## src/verilog/rename_params.svh

```systemverilog
`ifndef RENAME_PARAMS_SVH
`define RENAME_PARAMS_SVH

// Instructions renamed per bundle
`define DISP_W 2

// Architectural register file size
`define ARCH_REGS 8

// Physical register file size, also the free list depth
`define PHYS_REGS 16

// Reorder buffer entries
`define ROB_DEPTH 8

`endif

```

## src/verilog/rename_pkg.sv

```systemverilog
`default_nettype none

`include "rename_params.svh"

package rename_pkg;

    // Operation category, carried with each slot
    typedef enum logic [1:0] {
        CAT_ALU,
        CAT_MULT,
        CAT_BRANCH,
        CAT_MEM
    } op_cat_e;

    typedef logic [$clog2(`ARCH_REGS)-1:0] arch_reg_t;

    typedef logic [$clog2(`PHYS_REGS)-1:0] phys_tag_t;

    typedef logic [$clog2(`ROB_DEPTH)-1:0] rob_idx_t;

    // Zero up to a full bundle
    typedef logic [$clog2(`DISP_W+1)-1:0] slot_cnt_t;

endpackage

`default_nettype wire

```

## src/verilog/dispatch_ctrl.sv

```systemverilog
`default_nettype none

`include "rename_params.svh"

module dispatch_ctrl (
    input  wire logic [`DISP_W-1:0]                      in_valid,
    input  wire rename_pkg::op_cat_e [`DISP_W-1:0]       in_category,
    input  wire rename_pkg::arch_reg_t [`DISP_W-1:0]     in_rs1,
    input  wire rename_pkg::arch_reg_t [`DISP_W-1:0]     in_rs2,
    input  wire rename_pkg::arch_reg_t [`DISP_W-1:0]     in_rd,
    input  wire logic [`DISP_W-1:0]                      in_uses_rd,
    input  wire logic [$clog2(`PHYS_REGS+1)-1:0]         free_count,
    input  wire rename_pkg::phys_tag_t [`DISP_W-1:0]     head_tags,
    input  wire logic [$clog2(`ROB_DEPTH+1)-1:0]         rob_free,
    input  wire rename_pkg::rob_idx_t                    rob_tail,
    input  wire rename_pkg::phys_tag_t [`DISP_W-1:0]     src1_tag,
    input  wire logic [`DISP_W-1:0]                      src1_ready,
    input  wire rename_pkg::phys_tag_t [`DISP_W-1:0]     src2_tag,
    input  wire logic [`DISP_W-1:0]                      src2_ready,
    input  wire rename_pkg::phys_tag_t [`DISP_W-1:0]     rd_tag,
    output rename_pkg::slot_cnt_t                        dispatch_count,
    output rename_pkg::slot_cnt_t                        alloc_count,
    output logic [`DISP_W-1:0]                           map_wr_en,
    output rename_pkg::arch_reg_t [`DISP_W-1:0]          map_wr_addr,
    output rename_pkg::phys_tag_t [`DISP_W-1:0]          map_wr_tag,
    output logic [`DISP_W-1:0]                           rob_alloc_valid,
    output rename_pkg::phys_tag_t [`DISP_W-1:0]          rob_prev_tag,
    output logic [`DISP_W-1:0]                           disp_valid,
    output rename_pkg::rob_idx_t [`DISP_W-1:0]           disp_rob_idx,
    output rename_pkg::phys_tag_t [`DISP_W-1:0]          disp_dest_tag,
    output rename_pkg::phys_tag_t [`DISP_W-1:0]          disp_src1_tag,
    output logic [`DISP_W-1:0]                           disp_src1_ready,
    output rename_pkg::phys_tag_t [`DISP_W-1:0]          disp_src2_tag,
    output logic [`DISP_W-1:0]                           disp_src2_ready,
    output rename_pkg::op_cat_e [`DISP_W-1:0]            disp_category
);

    import rename_pkg::*;

    // Walk slots in order, first blocked slot ends the bundle
    always_comb begin
        slot_cnt_t n_disp;
        slot_cnt_t n_tags;
        logic      stop;
        n_disp = '0;
        n_tags = '0;
        stop = 1'b0;
        disp_valid = '0;
        map_wr_en = '0;
        disp_dest_tag = '0;
        for (int i = 0; i < `DISP_W; i++) begin
            if (!stop && in_valid[i] && (n_disp < rob_free)
                    && (!in_uses_rd[i] || (n_tags < free_count))) begin
                disp_valid[i] = 1'b1;
                if (in_uses_rd[i]) begin
                    // Tags are handed out in slot order
                    disp_dest_tag[i] = head_tags[n_tags];
                    map_wr_en[i] = 1'b1;
                    n_tags = n_tags + 1'b1;
                end
                n_disp = n_disp + 1'b1;
            end else begin
                stop = 1'b1;
            end
        end
        dispatch_count = n_disp;
        alloc_count = n_tags;
    end

    // Sources and previous tag, with bypass from older slots of the bundle
    always_comb begin
        for (int i = 0; i < `DISP_W; i++) begin
            disp_src1_tag[i] = src1_tag[i];
            disp_src1_ready[i] = src1_ready[i];
            disp_src2_tag[i] = src2_tag[i];
            disp_src2_ready[i] = src2_ready[i];
            rob_prev_tag[i] = rd_tag[i];
            // Youngest older writer wins
            for (int j = 0; j < i; j++) begin
                if (map_wr_en[j] && (in_rs1[i] == in_rd[j])) begin
                    disp_src1_tag[i] = disp_dest_tag[j];
                    disp_src1_ready[i] = 1'b0;
                end
                if (map_wr_en[j] && (in_rs2[i] == in_rd[j])) begin
                    disp_src2_tag[i] = disp_dest_tag[j];
                    disp_src2_ready[i] = 1'b0;
                end
                if (map_wr_en[j] && (in_rd[i] == in_rd[j])) begin
                    rob_prev_tag[i] = disp_dest_tag[j];
                end
            end
            disp_rob_idx[i] = rob_tail + rob_idx_t'(i);
        end
    end

    assign map_wr_addr = in_rd;
    assign map_wr_tag = disp_dest_tag;
    assign rob_alloc_valid = disp_valid;
    assign disp_category = in_category;

endmodule

`default_nettype wire

```

## src/verilog/free_list.sv

```systemverilog
`default_nettype none

`include "rename_params.svh"

module free_list (
    input  wire logic                                clock,
    input  wire logic                                rst_n,
    input  wire rename_pkg::slot_cnt_t               alloc_count,
    input  wire logic                                free_valid,
    input  wire rename_pkg::phys_tag_t               free_tag,
    output logic [$clog2(`PHYS_REGS+1)-1:0]          free_count,
    output rename_pkg::phys_tag_t [`DISP_W-1:0]      head_tags
);

    import rename_pkg::*;

    localparam int PTR_W = $clog2(`PHYS_REGS);
    localparam int CNT_W = $clog2(`PHYS_REGS + 1);
    localparam int INIT_FREE = `PHYS_REGS - `ARCH_REGS;

    phys_tag_t        queue_q [`PHYS_REGS];
    logic [PTR_W-1:0] head_q;
    logic [PTR_W-1:0] tail_q;
    logic [CNT_W-1:0] count_q;

    always_ff @(posedge clock) begin
        if (!rst_n) begin
            head_q <= '0;
            tail_q <= PTR_W'(INIT_FREE);
            count_q <= CNT_W'(INIT_FREE);
            // Tags above the architectural range start out free
            for (int i = 0; i < INIT_FREE; i++) begin
                queue_q[i] <= phys_tag_t'(`ARCH_REGS + i);
            end
        end else begin
            head_q <= head_q + PTR_W'(alloc_count);
            if (free_valid) begin
                queue_q[tail_q] <= free_tag;
                tail_q <= tail_q + 1'b1;
            end
            count_q <= count_q - CNT_W'(alloc_count) + CNT_W'(free_valid);
        end
    end

    // Oldest free tags first
    always_comb begin
        for (int i = 0; i < `DISP_W; i++) begin
            head_tags[i] = queue_q[head_q + PTR_W'(i)];
        end
    end

    assign free_count = count_q;

endmodule

`default_nettype wire

```

## src/verilog/map_table.sv

```systemverilog
`default_nettype none

`include "rename_params.svh"

module map_table (
    input  wire logic                                clock,
    input  wire logic                                rst_n,
    input  wire rename_pkg::arch_reg_t [`DISP_W-1:0] rd_addr_a,
    input  wire rename_pkg::arch_reg_t [`DISP_W-1:0] rd_addr_b,
    input  wire rename_pkg::arch_reg_t [`DISP_W-1:0] rd_addr_d,
    input  wire logic [`DISP_W-1:0]                  map_wr_en,
    input  wire rename_pkg::arch_reg_t [`DISP_W-1:0] map_wr_addr,
    input  wire rename_pkg::phys_tag_t [`DISP_W-1:0] map_wr_tag,
    input  wire logic                                wb_valid,
    input  wire rename_pkg::phys_tag_t               wb_tag,
    output rename_pkg::phys_tag_t [`DISP_W-1:0]      tag_a,
    output logic [`DISP_W-1:0]                       ready_a,
    output rename_pkg::phys_tag_t [`DISP_W-1:0]      tag_b,
    output logic [`DISP_W-1:0]                       ready_b,
    output rename_pkg::phys_tag_t [`DISP_W-1:0]      tag_d
);

    import rename_pkg::*;

    phys_tag_t             map_q [`ARCH_REGS];
    logic [`PHYS_REGS-1:0] ready_q;

    always_ff @(posedge clock) begin
        if (!rst_n) begin
            // Identity map, everything ready
            for (int r = 0; r < `ARCH_REGS; r++) begin
                map_q[r] <= phys_tag_t'(r);
            end
            ready_q <= '1;
        end else begin
            if (wb_valid) begin
                ready_q[wb_tag] <= 1'b1;
            end
            // Later slot overrides on a shared rd
            for (int i = 0; i < `DISP_W; i++) begin
                if (map_wr_en[i]) begin
                    map_q[map_wr_addr[i]] <= map_wr_tag[i];
                    ready_q[map_wr_tag[i]] <= 1'b0;
                end
            end
        end
    end

    always_comb begin
        for (int i = 0; i < `DISP_W; i++) begin
            tag_a[i] = map_q[rd_addr_a[i]];
            ready_a[i] = ready_q[map_q[rd_addr_a[i]]];
            tag_b[i] = map_q[rd_addr_b[i]];
            ready_b[i] = ready_q[map_q[rd_addr_b[i]]];
            tag_d[i] = map_q[rd_addr_d[i]];
        end
    end

endmodule

`default_nettype wire

```

## src/verilog/rename_top.sv

```systemverilog
`default_nettype none

`include "rename_params.svh"

module rename_top (
    input  wire logic                                clock,
    input  wire logic                                rst_n,
    input  wire logic [`DISP_W-1:0]                  in_valid,
    input  wire rename_pkg::op_cat_e [`DISP_W-1:0]   in_category,
    input  wire rename_pkg::arch_reg_t [`DISP_W-1:0] in_rs1,
    input  wire rename_pkg::arch_reg_t [`DISP_W-1:0] in_rs2,
    input  wire rename_pkg::arch_reg_t [`DISP_W-1:0] in_rd,
    input  wire logic [`DISP_W-1:0]                  in_uses_rd,
    input  wire logic                                wb_valid,
    input  wire rename_pkg::phys_tag_t               wb_tag,
    input  wire logic                                retire,
    output rename_pkg::slot_cnt_t                    dispatch_count,
    output logic [`DISP_W-1:0]                       disp_valid,
    output rename_pkg::rob_idx_t [`DISP_W-1:0]       disp_rob_idx,
    output rename_pkg::phys_tag_t [`DISP_W-1:0]      disp_dest_tag,
    output rename_pkg::phys_tag_t [`DISP_W-1:0]      disp_src1_tag,
    output logic [`DISP_W-1:0]                       disp_src1_ready,
    output rename_pkg::phys_tag_t [`DISP_W-1:0]      disp_src2_tag,
    output logic [`DISP_W-1:0]                       disp_src2_ready,
    output rename_pkg::op_cat_e [`DISP_W-1:0]        disp_category,
    output logic                                     retire_valid,
    output rename_pkg::arch_reg_t                    retire_arch_rd,
    output rename_pkg::phys_tag_t                    retire_phys_rd,
    output rename_pkg::phys_tag_t                    retire_prev_tag,
    output rename_pkg::op_cat_e                      retire_category
);

    import rename_pkg::*;

    // Free list side
    logic [$clog2(`PHYS_REGS+1)-1:0] free_count;
    phys_tag_t [`DISP_W-1:0]         head_tags;
    slot_cnt_t                       alloc_count;
    logic                            free_valid;
    phys_tag_t                       free_tag;

    // Map table side
    phys_tag_t [`DISP_W-1:0]         src1_tag;
    logic [`DISP_W-1:0]              src1_ready;
    phys_tag_t [`DISP_W-1:0]         src2_tag;
    logic [`DISP_W-1:0]              src2_ready;
    phys_tag_t [`DISP_W-1:0]         rd_tag;
    logic [`DISP_W-1:0]              map_wr_en;
    arch_reg_t [`DISP_W-1:0]         map_wr_addr;
    phys_tag_t [`DISP_W-1:0]         map_wr_tag;

    // ROB side
    logic [$clog2(`ROB_DEPTH+1)-1:0] rob_free;
    rob_idx_t                        rob_tail;
    logic [`DISP_W-1:0]              rob_alloc_valid;
    phys_tag_t [`DISP_W-1:0]         rob_prev_tag;

    dispatch_ctrl u_dispatch_ctrl (
        .in_valid        (in_valid),
        .in_category     (in_category),
        .in_rs1          (in_rs1),
        .in_rs2          (in_rs2),
        .in_rd           (in_rd),
        .in_uses_rd      (in_uses_rd),
        .free_count      (free_count),
        .head_tags       (head_tags),
        .rob_free        (rob_free),
        .rob_tail        (rob_tail),
        .src1_tag        (src1_tag),
        .src1_ready      (src1_ready),
        .src2_tag        (src2_tag),
        .src2_ready      (src2_ready),
        .rd_tag          (rd_tag),
        .dispatch_count  (dispatch_count),
        .alloc_count     (alloc_count),
        .map_wr_en       (map_wr_en),
        .map_wr_addr     (map_wr_addr),
        .map_wr_tag      (map_wr_tag),
        .rob_alloc_valid (rob_alloc_valid),
        .rob_prev_tag    (rob_prev_tag),
        .disp_valid      (disp_valid),
        .disp_rob_idx    (disp_rob_idx),
        .disp_dest_tag   (disp_dest_tag),
        .disp_src1_tag   (disp_src1_tag),
        .disp_src1_ready (disp_src1_ready),
        .disp_src2_tag   (disp_src2_tag),
        .disp_src2_ready (disp_src2_ready),
        .disp_category   (disp_category)
    );

    map_table u_map_table (
        .clock       (clock),
        .rst_n       (rst_n),
        .rd_addr_a   (in_rs1),
        .rd_addr_b   (in_rs2),
        .rd_addr_d   (in_rd),
        .map_wr_en   (map_wr_en),
        .map_wr_addr (map_wr_addr),
        .map_wr_tag  (map_wr_tag),
        .wb_valid    (wb_valid),
        .wb_tag      (wb_tag),
        .tag_a       (src1_tag),
        .ready_a     (src1_ready),
        .tag_b       (src2_tag),
        .ready_b     (src2_ready),
        .tag_d       (rd_tag)
    );

    free_list u_free_list (
        .clock       (clock),
        .rst_n       (rst_n),
        .alloc_count (alloc_count),
        .free_valid  (free_valid),
        .free_tag    (free_tag),
        .free_count  (free_count),
        .head_tags   (head_tags)
    );

    reorder_buffer u_reorder_buffer (
        .clock           (clock),
        .rst_n           (rst_n),
        .rob_alloc_valid (rob_alloc_valid),
        .alloc_arch_rd   (in_rd),
        .alloc_new_tag   (disp_dest_tag),
        .alloc_prev_tag  (rob_prev_tag),
        .alloc_uses_rd   (in_uses_rd),
        .alloc_category  (in_category),
        .retire          (retire),
        .rob_free        (rob_free),
        .rob_tail        (rob_tail),
        .retire_valid    (retire_valid),
        .retire_arch_rd  (retire_arch_rd),
        .retire_phys_rd  (retire_phys_rd),
        .retire_prev_tag (retire_prev_tag),
        .retire_category (retire_category),
        .free_valid      (free_valid),
        .free_tag        (free_tag)
    );

endmodule

`default_nettype wire

```

## src/verilog/reorder_buffer.sv

```systemverilog
`default_nettype none

`include "rename_params.svh"

module reorder_buffer (
    input  wire logic                                clock,
    input  wire logic                                rst_n,
    input  wire logic [`DISP_W-1:0]                  rob_alloc_valid,
    input  wire rename_pkg::arch_reg_t [`DISP_W-1:0] alloc_arch_rd,
    input  wire rename_pkg::phys_tag_t [`DISP_W-1:0] alloc_new_tag,
    input  wire rename_pkg::phys_tag_t [`DISP_W-1:0] alloc_prev_tag,
    input  wire logic [`DISP_W-1:0]                  alloc_uses_rd,
    input  wire rename_pkg::op_cat_e [`DISP_W-1:0]   alloc_category,
    input  wire logic                                retire,
    output logic [$clog2(`ROB_DEPTH+1)-1:0]          rob_free,
    output rename_pkg::rob_idx_t                     rob_tail,
    output logic                                     retire_valid,
    output rename_pkg::arch_reg_t                    retire_arch_rd,
    output rename_pkg::phys_tag_t                    retire_phys_rd,
    output rename_pkg::phys_tag_t                    retire_prev_tag,
    output rename_pkg::op_cat_e                      retire_category,
    output logic                                     free_valid,
    output rename_pkg::phys_tag_t                    free_tag
);

    import rename_pkg::*;

    localparam int CNT_W = $clog2(`ROB_DEPTH + 1);

    arch_reg_t             arch_rd_q [`ROB_DEPTH];
    phys_tag_t             phys_rd_q [`ROB_DEPTH];
    phys_tag_t             prev_tag_q [`ROB_DEPTH];
    op_cat_e               category_q [`ROB_DEPTH];
    logic [`ROB_DEPTH-1:0] uses_rd_q;
    rob_idx_t              head_q;
    rob_idx_t              tail_q;
    logic [CNT_W-1:0]      count_q;
    logic [CNT_W-1:0]      n_alloc;

    // Valid slots are always a leading run
    assign n_alloc = CNT_W'($countones(rob_alloc_valid));

    always_ff @(posedge clock) begin
        for (int i = 0; i < `DISP_W; i++) begin
            if (rob_alloc_valid[i]) begin
                arch_rd_q[tail_q + rob_idx_t'(i)] <= alloc_arch_rd[i];
                phys_rd_q[tail_q + rob_idx_t'(i)] <= alloc_new_tag[i];
                prev_tag_q[tail_q + rob_idx_t'(i)] <= alloc_prev_tag[i];
                category_q[tail_q + rob_idx_t'(i)] <= alloc_category[i];
                uses_rd_q[tail_q + rob_idx_t'(i)] <= alloc_uses_rd[i];
            end
        end
    end

    always_ff @(posedge clock) begin
        if (!rst_n) begin
            head_q <= '0;
            tail_q <= '0;
            count_q <= '0;
        end else begin
            tail_q <= tail_q + rob_idx_t'(n_alloc);
            if (retire_valid) begin
                head_q <= head_q + 1'b1;
            end
            count_q <= count_q + n_alloc - CNT_W'(retire_valid);
        end
    end

    // Retire only from a non-empty ROB
    assign retire_valid = retire && (count_q != '0);
    assign retire_arch_rd = arch_rd_q[head_q];
    assign retire_phys_rd = phys_rd_q[head_q];
    assign retire_prev_tag = prev_tag_q[head_q];
    assign retire_category = category_q[head_q];

    // Old mapping goes back to the free list
    assign free_valid = retire_valid && uses_rd_q[head_q];
    assign free_tag = prev_tag_q[head_q];

    assign rob_free = CNT_W'(`ROB_DEPTH) - count_q;
    assign rob_tail = tail_q;

endmodule

`default_nettype wire
```

## config.mk

```make
export PLATFORM = sky130hd
export DESIGN_NAME = rename_top
export DESIGN_NICKNAME = d
export VERILOG_FILES = /design/src/verilog/rename_pkg.sv /design/src/verilog/dispatch_ctrl.sv /design/src/verilog/free_list.sv /design/src/verilog/map_table.sv /design/src/verilog/rename_top.sv /design/src/verilog/reorder_buffer.sv
export VERILOG_INCLUDE_DIRS = /design/src /design/src/verilog
export SDC_FILE = /design/constraint.sdc
export NUM_CORES = 1
export LEC_CHECK = 0
export ABC_CLOCK_PERIOD_IN_PS = 5200
export BUFFER_PORTS_ARGS = -buffer_cell sky130_fd_sc_hd__buf_4
export CORE_MARGIN = 2
export CORE_UTILIZATION = 50
export DETAILED_ROUTE_END_ITERATION = 12
export PLACE_DENSITY = 0.66
export SYNTH_ARGS = -nofsm -noshare
export SYNTH_HDL_FRONTEND = slang
export SYNTH_SLANG_ARGS = --single-unit
```

## constraint.sdc

```tcl
create_clock -name clock -period 5.2 [get_ports clock]
set_input_delay 1.04 -clock clock [delete_from_list [all_inputs] [get_ports clock]]
set_output_delay 1.04 -clock clock [all_outputs]
set_load 0.01 [all_outputs]
```

Yosys cells after proc, flatten, opt, wreduce, memory -nomap -nowiden
Memories as Yosys holds them, arrays and structs flattened. A register that Yosys moved wholly into a read port is not among the register bits.
Index checks and enable logic that the tools add are counted.

word-level totals
  register bits after elaboration = 47
  bits in latches = 0
  memory bits (writable) = 200
  memory bits (read-only) = 0
  bits of input ports = 34
  output and inout bits = 56
  logic and storage cells = 163
  memories kept = 6

memories
  memory                       depth  width  rd ports  clocked after Yosys merged registers in  wr ports  line                  source
  u_free_list.queue_q          16     4      2         1                                        8         free_list.sv:21       phys_tag_t queue_q [`PHYS_REGS];
  u_map_table.map_q            8      4      6         0                                        8         map_table.sv:25       phys_tag_t map_q [`ARCH_REGS];
  u_reorder_buffer.phys_rd_q   8      4      1         1                                        2         reorder_buffer.sv:31  phys_tag_t phys_rd_q [`ROB_DEPTH];
  u_reorder_buffer.prev_tag_q  8      4      1         1                                        2         reorder_buffer.sv:32  phys_tag_t prev_tag_q [`ROB_DEPTH];
  u_reorder_buffer.arch_rd_q   8      3      1         1                                        2         reorder_buffer.sv:30  arch_reg_t arch_rd_q [`ROB_DEPTH];
  u_reorder_buffer.category_q  8      2      1         1                                        2         reorder_buffer.sv:33  op_cat_e category_q [`ROB_DEPTH];

cells by class
  add/sub/neg operators = 14
  $mul = 0
  divide/modulo/power cells = 0
  $lt $le $gt $ge = 20
  eq/ne operators = 3
  shifts and indexed selects = 0
  mux-type cells = 84
  bitwise logic cells = 5
  reduce and logical (&&, ||, !) cells = 23

operator list
  cell                                                               count
  two-way mux 16 bit                                                 5
  two-way mux 4 bit                                                  14
  two-way mux 1 bit                                                  37
  less-than comparator 4 x 5 -> 1 bit, second input constant         7
  bitwise AND 16 bit                                                 2
  NOT 16 bit                                                         2
  two-way mux 3 bit                                                  10
  binary-select mux 1 bit (select 4 bit)                             4
  bitwise mux 8 bit                                                  2
  two-way mux 8 bit                                                  2
  OR 16 bit                                                          1
  logical AND 1 bit                                                  15
  demux 1 bit (select 4 bit)                                         3
  greater-or-equal comparator 4 x 1 -> 1 bit, second input constant  3
  less-than comparator 3 x 4 -> 1 bit, second input constant         3
  OR reduction 4 bit                                                 3
  equality test 3 bit                                                3
  adder 4 x 1 -> 4 bit, second input constant                        2
  two-way mux 2 bit                                                  4
  adder 3 x 1 -> 3 bit, second input constant                        2
  demux 1 bit (select 3 bit)                                         2
  greater-or-equal comparator 3 x 1 -> 1 bit, second input constant  2
  adder 5 x 1 -> 5 bit                                               1
  less-than comparator 1 x 5 -> 1 bit, first input constant          1
  other kinds (17)                                                   19

Depth between registers and ports, before layout
Gate-level depths: netlist of the first run.

  word-level depth = 16
  gate-level depth with buffers = 20

Modules after synthesis
From an unflattened synthesis of the first run, not the netlist that was laid out.

unflattened totals
  cells, all modules = 1,224
  area total of the unflattened synthesis = 16,031.6 um^2

modules (own cells, without submodules)
  module          instances  cells each  area each (um^2)
  reorder_buffer  1          398         6,500.0
  map_table       1          423         4,603.2
  free_list       1          305         4,093.9
  dispatch_ctrl   1          98          834.6

Least setup slack after synthesis of the first run
Ideal clock, no wire load.

  path type = input to output
  start point = input port in_rs1[0] (netlist bit)
  end point = output port disp_src1_ready[0]
  data arrival time = 3,190 ps
  data required time = 4,160 ps
  slack = 970 ps
  cell stages on the path = 7
  cells stage by stage = clkbuf_1 mux4_2 mux2i_1 buf_2 mux2i_1 mux4_2 mux2i_1

between the ends
  cells in the longest elaborated chain, start to end = 3

ends and longest elaborated chain
  what                                     line              source
  start, declared                          rename_top.sv:10  input wire rename_pkg::arch_reg_t [`DISP_W-1:0] in_rs1,
  memory read (8 x 4 bit)                  n/a
  binary-select mux 1 bit (select 4 bit)   map_table.sv:52   ready_a[i] = ready_q[map_q[rd_addr_a[i]]];
  two-way mux 1 bit (implied by the code)  map_table.sv:52
  end, declared                            rename_top.sv:22  output logic [`DISP_W-1:0] disp_src1_ready,

No other way between the ends. The select of a mux whose other input is x is not followed.

==> impl_metrics.json, run 1 <==
{
  "status": "finished clean",
  "worstPathMaxFanout": 39,
  "ir_drop_v": 0.0003163,
  "tightest_slew_ps": 1124,
  "crit_arrival_ps": 3570,
  "cp_slowest_stage_delay_ps": 640,
  "vias": 10993,
  "drc_errors": 0,
  "cp_num_buf_inv": 3,
  "final_common_cell": "edfxtp_1",
  "cts_sinks": 250,
  "setup_viol": 0,
  "row_count": 64,
  "layout_common_cells": "edfxtp_1 (200), buf_4 (122), nand2_1 (121)",
  "netlist_area_sq_um": 15420,
  "rsz0062_at_grt": "false",
  "met2_length_um": 19860,
  "yosysUniqueCellTypes": 71,
  "ys_seq_elements": 250,
  "ant_nets": 0,
  "die_area_sq_um": 32260,
  "cts_resized": 0,
  "cpMaxStageDelayCell": "a221oi_2",
  "cts_tree": "yes",
  "switching_share": 0.3317,
  "drt_iter0_markers": 1200,
  "grt_pass1_vias": 10893,
  "cpMostUsedCell": "buf_4",
  "async_flop_share": 0,
  "period_minus_slack_ps": 4614,
  "clock.fmax_mhz": 216.7,
  "diodes": 0,
  "drtPass1Iterations": 6,
  "p_leak_nw": 6.280,
  "ys_warn_count": 0,
  "initial_core_util": 0.5055,
  "slew_violations": 0,
  "worst_clock_skew_ps": 15.67,
  "clk_pin_slew_worst_paths_ps": 70,
  "dieWidth_um": 179.6,
  "port_buffers": 89,
  "seq_area_sq_um": 7009,
  "combPwrFrac": 0.349,
  "syn_nets": 1322,
  "crit_path_cell_trace": "buf_4 > mux4_2 > a22o_1 > a221oi_2 > or2_2 > inv_2 > buf_4",
  "synth_edf_count": 200,
  "cts_hold_buf": 0,
  "cp_top_family": "compound AO/OA/AOI/OAI gates",
  "finalWirelength_um": 41780,
  "ys_seq_area_frac": 0.4544,
  "layout.nets": 1382,
  "syn_inst": 1257,
  "area_growth_pct": 13.08,
  "crit_type": "reg -> out",
  "post-cts-setup-buffers": 0,
  "required_ps": 4160,
  "sequentialPowerShare": 0.363,
  "pwr_density_cell_nw_per_um2": 425.7,
  "period_share": 0.8873,
  "dpl.hpwl_um": 28660,
  "drive_gt1_frac": 0.2478,
  "power.internal_mw": 4.961,
  "p_clk_frac": 0.288,
  "min_path_type": "reg -> reg",
  "multi_input_area_sq_um": 7823,
  "max-clock-path-buffers": 3,
  "htreeDepth": 1,
  "numCtsBuffers": 29,
  "ys.flop_type": "edfxtp_1",
  "antenna_found_initial": 0,
  "grt_pass1_wl_um": 65020,
  "hold_viol": 0,
  "root_buffer": "clkbuf_16",
  "slew_headroom": 0.2289,
  "dp_slack_ps": 911.4,
  "wl_per_cell_um": 24.07,
  "cp-end-kind": "primary output",
  "finalWorstSetupSlack_ps": 586.1,
  "core_sq_um": 30510,
  "via_per_inst": 6.332,
  "p_switching_mw": 2.463,
  "met3_length_um": 3031,
  "nFillCells": 2473,
  "finalPower_mw": 7.424,
  "grt_max_degree": 61,
  "syn_avg_cell_area_sq_um": 12.27,
  "wl_met1_um": 17900,
  "die_h_um": 179.6,
  "clock_latency_ps": 560,
  "grt_overflow": 0,
  "grt.total_usage": 0.2575,
  "startpoint_type": "flop",
  "gp_congestion": 0.8905,
  "top_layer_used": "met4",
  "maxCapViolations": 0,
  "ios": 90,
  "setup_tns_ps": 0
}
[power groups by stage]
stage	clock network (mW)	registers, mW	logic (mW)
global placement	0	2.72	2.55
CTS	2.17	2.69	2.60
global route	2.24	2.72	2.82
finish	2.14	2.69	2.59
floorplan	0	2.63	1.81
detailed placement	0	2.73	2.59
[flip-flops by register name, summed over array words and instances (netlist names), 5 cells and up, named ones only]
name and flops:
u_reorder_buffer.phys_rd_q 32, u_map_table.ready_q 16, u_free_list.queue_q 64, u_free_list.free_count 5
u_reorder_buffer.arch_rd_q 24, u_reorder_buffer.category_q 16, u_map_table.map_q 32, u_reorder_buffer.prev_tag_q 32
u_reorder_buffer.uses_rd_q 8
[metal layers]
layer / track usage / up-vias
met5: 0 / -
met4: 0.07382 / 0
li1: - / 4970
met2: 0.4116 / 480
met1: 0.3674 / 5462
met3: 0.03930 / 81
[synth_stat cells (5+ instances only)]
cell,number,area share
nand2_1,121,0.029
dfxtp_1,50,0.065
a22oi_1,22,0.011
edfxtp_1,200,0.39
nor2b_1,19,0.0077
or3_1,9,0.0037
ha_1,27,0.022
nor3_1,18,0.0058
xnor2_1,16,0.0091
mux2_2,34,0.025
o22ai_1,34,0.014
mux2i_1,115,0.075
o21ai_1,20,0.0065
nand2b_1,10,0.0041
and2_1,23,0.0093
buf_2,24,0.0078
mux4_2,105,0.15
o21ai_0,30,0.0097
xor2_1,7,0.0040
a211oi_1,12,0.0058
nand4_1,8,0.0032
clkbuf_1,54,0.013
and4_1,6,0.0034
nor2_1,64,0.016
buf_1,6,0.0015
a22o_1,6,0.0034
nand3_1,23,0.0075
a21oi_1,29,0.0094
o22a_1,5,0.0028
buf_4,8,0.0039
nand3b_1,8,0.0039
mux2_1,30,0.022
inv_1,45,0.011
[final timing paths]
kind	from	to	slack, ps	depth (start not counted)
worst min register to register	u_free_list.tail_q[1]	u_free_list.tail_q[1]	530	2
worst max-delay path	u_free_list.head_q[0]	disp_dest_tag[3]	590	7
worst max register to register	u_reorder_buffer.count_q[0]	u_free_list.free_count[4]	1220	17
worst min-delay path	u_free_list.tail_q[1]	u_free_list.tail_q[1]	530	2
[metrics by stage]
| stage | hold WS, ps | utilization | std cells | cell area [sq um] |
|---|---|---|---|---|
| after floorplan | 488.8 | - | 1257 | 15420 |
| after global placement | 512.6 | 0.5383 | 1682 | 16420 |
| after detailed placement | 526.5 | 0.5383 | 1682 | 16420 |
| after CTS | 535.1 | 0.5716 | 1736 | 17440 |
| after global routing | 563.8 | 0.5716 | 1736 | 17440 |
| final | 530.1 | 0.5716 | 1736 | 17440 |
[worst register-to-register path, cell delays in order (launching register included)]
cell	delay, ps
dfxtp_1	340
inv_1	80
ha_1	240
nor3b_1	330
nor3_1	110
a21oi_1	400
o21a_1	520
o21ai_0	330
ha_1	350
inv_1	50
ha_1	150
inv_1	50
fa_1	390
inv_1	80
a21o_1	100
a21oi_1	70
xor2_1	140
and2_1	150
[final cells by class]
cell class	count	area share
clock buffer	38	0.04642
clock inverter	16	0.01177
inverter	48	0.01033
multi-input combinational	866	0.4486
sequential	250	0.4020
tap	396	0.02841
timing repair buffer	122	0.05252
[cells by family (layout without fill, tap and decap cells)]
family,count (synthesis),count (layout),synth area share
simple gates,340,340,0.1108
mux,286,286,0.2776
flops,250,250,0.4544
compound gates,186,186,0.07830
buf+inv,141,224,0.03870
fa+ha+maj,31,31,0.02710
xor+xnor,23,23,0.01306
Power figures use the tool's default switching activity.
==> run 2: changes to the inputs <==
Settings changed: CTS_CLUSTER_DIAMETER from default to 100, SYNTH_HIERARCHICAL from default to 1.
==> run 2 against run 1 <==
  * Total power is 4.0% lower
  * Critical endpoint is now disp_dest_tag[5]
  * Routed wire length shrank 2.1%
  * Worst setup slack better by 93 ps
  * Via count decreased by 2.7%
  * Critical path depth rose by 2
  * Hold slack better by 34 ps
  * Clock skew shrank 1.4 ps
  * Sequential share of layout area decreased by 0.15 points
  * Combinational power is essentially flat
  * Sequential cell count is the same
  * Fmax increased by 2.1%
  * Largest power group unchanged
  * Sequential power barely moved
==> impl_metrics.json, run 2 <==
{
  "layout.nets": 1320,
  "maxCapViolations": 0,
  "drive_gt1_frac": 0.3414,
  "via_per_inst": 6.369,
  "synth_simple_gate_area_share": 0.09904,
  "die_h_um": 183.1,
  "sequentialPowerShare": 0.380,
  "synth_compound_area_frac": 0.06173,
  "ys_seq_area_frac": 0.4371,
  "syn_inst": 1224,
  "dpl.hpwl_um": 27960,
  "synth_fa_ha_area_frac": 0.02529,
  "p_leak_nw": 6.184,
  "wl_per_cell_um": 24.37,
  "endpoint": "disp_dest_tag[5]",
  "period_minus_slack_ps": 4521,
  "hold_viol": 0,
  "p_switching_mw": 2.356,
  "period_share": 0.8693,
  "crit_cells": 9,
  "antenna_found_initial": 0,
  "slew_violations": 0,
  "drc_errors": 0,
  "met3_length_um": 3158,
  "crit_arrival_ps": 3480,
  "synth_top_area_cell": "edfxtp_1",
  "reg2reg_from": "u_reorder_buffer/count_q[0]",
  "status": "finished clean",
  "cp_top_family": "adder cells",
  "p_clk_frac": 0.259,
  "root_buffer": "clkbuf_16",
  "layout_common_cells": "edfxtp_1 (200), mux2_2 (138), buf_4 (108)",
  "required_ps": 4160,
  "synth_xor_area_frac": 0.01865,
  "core_sq_um": 31560,
  "ys_warn_count": 6,
  "ys_seq_elements": 250,
  "initial_core_util": 0.5080,
  "htreeDepth": 1,
  "max-clock-path-buffers": 3,
  "wl_met1_um": 17780,
  "switching_share": 0.3304,
  "finalWirelength_um": 40910,
  "numCtsBuffers": 27,
  "syn_avg_cell_area_sq_um": 13.10,
  "synth_most_common_cell": "edfxtp_1",
  "rsz0062_at_grt": "false",
  "hold_start": "u_free_list/tail_q[3]",
  "cts_sinks": 250,
  "largest_reg_flops": 64,
  "ir_drop_v": 0.0002904,
  "grt_overflow": 0,
  "yosys-top-cells-area": "edfxtp_1 (37%), mux4_2 (12%), mux2_2 (9.7%)",
  "slew_headroom": 0.2521,
  "cts_resized": 0,
  "setup_viol": 0,
  "cp_slowest_stage_delay_ps": 780,
  "die_area_sq_um": 33510,
  "grt.total_usage": 0.2443,
  "tightest_slew_ps": 1113,
  "post-synth-top-area-fraction": 0.3746,
  "met2_length_um": 18880,
  "final_common_cell": "edfxtp_1",
  "regMostFlops": "u_free_list/queue_q",
  "diodes": 0,
  "dp_slack_ps": 985.4,
  "clock.fmax_mhz": 221.2,
  "gp_congestion": 0.9176,
  "clock_latency_ps": 540,
  "finalPower_mw": 7.130,
  "cts_tree": "yes",
  "top_layer_used": "met4",
  "clk_pin_slew_worst_paths_ps": 60,
  "vias": 10694,
  "worstPathMaxFanout": 14,
  "pwr_density_cell_nw_per_um2": 407.4,
  "finalWorstSetupSlack_ps": 679.5,
  "synth_edf_count": 200,
  "worst_clock_skew_ps": 14.24,
  "grt_pass1_wl_um": 62620,
  "power.internal_mw": 4.774,
  "setup_tns_ps": 0,
  "reg2regPathDepth": 16,
  "min_path_type": "reg -> reg",
  "async_flop_share": 0,
  "critPathLaunch": "u_free_list/head_q[1]",
  "startpoint_type": "flop",
  "combPwrFrac": 0.361,
  "crit_path_cell_trace": "buf_4 > ha_1 > mux4_2 > mux2i_1 > a32o_1 > a221oi_1 > mux2i_1 > nor2_1 > buf_4",
  "nFillCells": 2617,
  "cpMaxStageDelayCell": "ha_1",
  "netlist_area_sq_um": 16030,
  "cts_hold_buf": 0,
  "grt_pass1_vias": 10737,
  "grt_max_degree": 48,
  "yosysUniqueCellTypes": 67,
  "row_count": 65,
  "cp-end-kind": "primary output",
  "r2r-end": "u_free_list/free_count[4]",
  "drt_iter0_markers": 1118,
  "crit_type": "reg -> out",
  "ant_nets": 0,
  "area_growth_pct": 9.170,
  "post-cts-setup-buffers": 0,
  "synth_top_family_by_area": "multiplexers",
  "synth_common_cells": "edfxtp_1 (200), mux2_2 (138), mux2i_1 (83)",
  "dieWidth_um": 183.1,
  "port_buffers": 89,
  "drtPass1Iterations": 7,
  "ios": 90,
  "cp_num_buf_inv": 2,
  "syn_nets": 1288,
  "ys.flop_type": "edfxtp_1",
  "rrSetupSlack_ps": 1050,
  "synthMuxAreaShare": 0.3037
}
run 2: cell types whose count changed after synthesis, moves of 20 or more:
| cell | change |
|---|---|
| nand3_1 | +32 |
| nand2_1 | -59 |
| mux2_2 | +104 |
| nor2_1 | -37 |
| buf_4 | +42 |
| mux4_2 | -23 |
| o21ai_1 | -20 |
| clkbuf_1 | -27 |
| mux2i_1 | -32 |
| or2_2 | +22 |
run 2: layer usage:
layer | vias up | track usage
li1 | 4791 | -
met1 | 5340 | 0.3446
met2 | 482 | 0.3929
met3 | 81 | 0.03832
met4 | 0 | 0.07200
met5 | - | 0
run 2: tightest hold or removal path, stage by stage (launching register included):
cell and delay (ps):
dfxtp_1 390, xor2_1 90, nand2_1 60
run 2: worst min path at each step:
stage / slack (ps) / to / depth (start not counted)
CTS: 560 / u_free_list/tail_q[3] / 2
detailed placement: 540 / u_free_list/tail_q[3] / 2
global placement: 530 / u_free_list/tail_q[3] / 2
finish: 560 / u_free_list/tail_q[3] / 2
floorplan: 510 / u_free_list/tail_q[3] / 2
global route: 590 / u_reorder_buffer/head_q[2] / 2
run 2: cell families (layout without fill, tap and decap cells):
logic type | count (synthesis) | count (layout)
DFF | 250 | 250
xor gates and xnor gates | 29 | 29
buffers and inverters | 152 | 205
muxes | 339 | 339
AOI/OAI and AO/OA | 144 | 144
and+or+nand+nor | 280 | 280
adders and majority gates | 30 | 30
run 2: cell type report:
type / count / area, sq um / area share
repair buffers: 108 / 810.8 / 0.04633
flip-flops and latches: 250 / 7009 / 0.4005
clock buffers: 42 / 784.5 / 0.04482
inverters: 47 / 176.4 / 0.01008
clock inverters: 8 / 67.56 / 0.003860
well taps: 402 / 503.0 / 0.02874
multi-input cells: 822 / 8150 / 0.4657
run 2: power groups by stage:
stage                     clock [mW]  sequential, mW  combinational, mW
after CTS                       1.89            2.71               2.59
after global routing            1.95            2.74               2.80
after global placement             0            2.74               2.53
after detailed placement           0            2.75               2.57
after floorplan                    0            2.63               1.94
final                           1.85            2.71               2.57
run 2: stage by stage:
step	util	area (sq um)	hold WS [ps]	cells
6_report	0.5546	17500	563.7	1679
5_1_grt	0.5546	17500	594.7	1679
4_1_cts	0.5546	17500	556.3	1679
3_5_place_dp	0.5276	16650	544.0	1629
3_3_place_gp	0.5276	16650	533.9	1629
2_1_floorplan	-	16030	510.3	1224
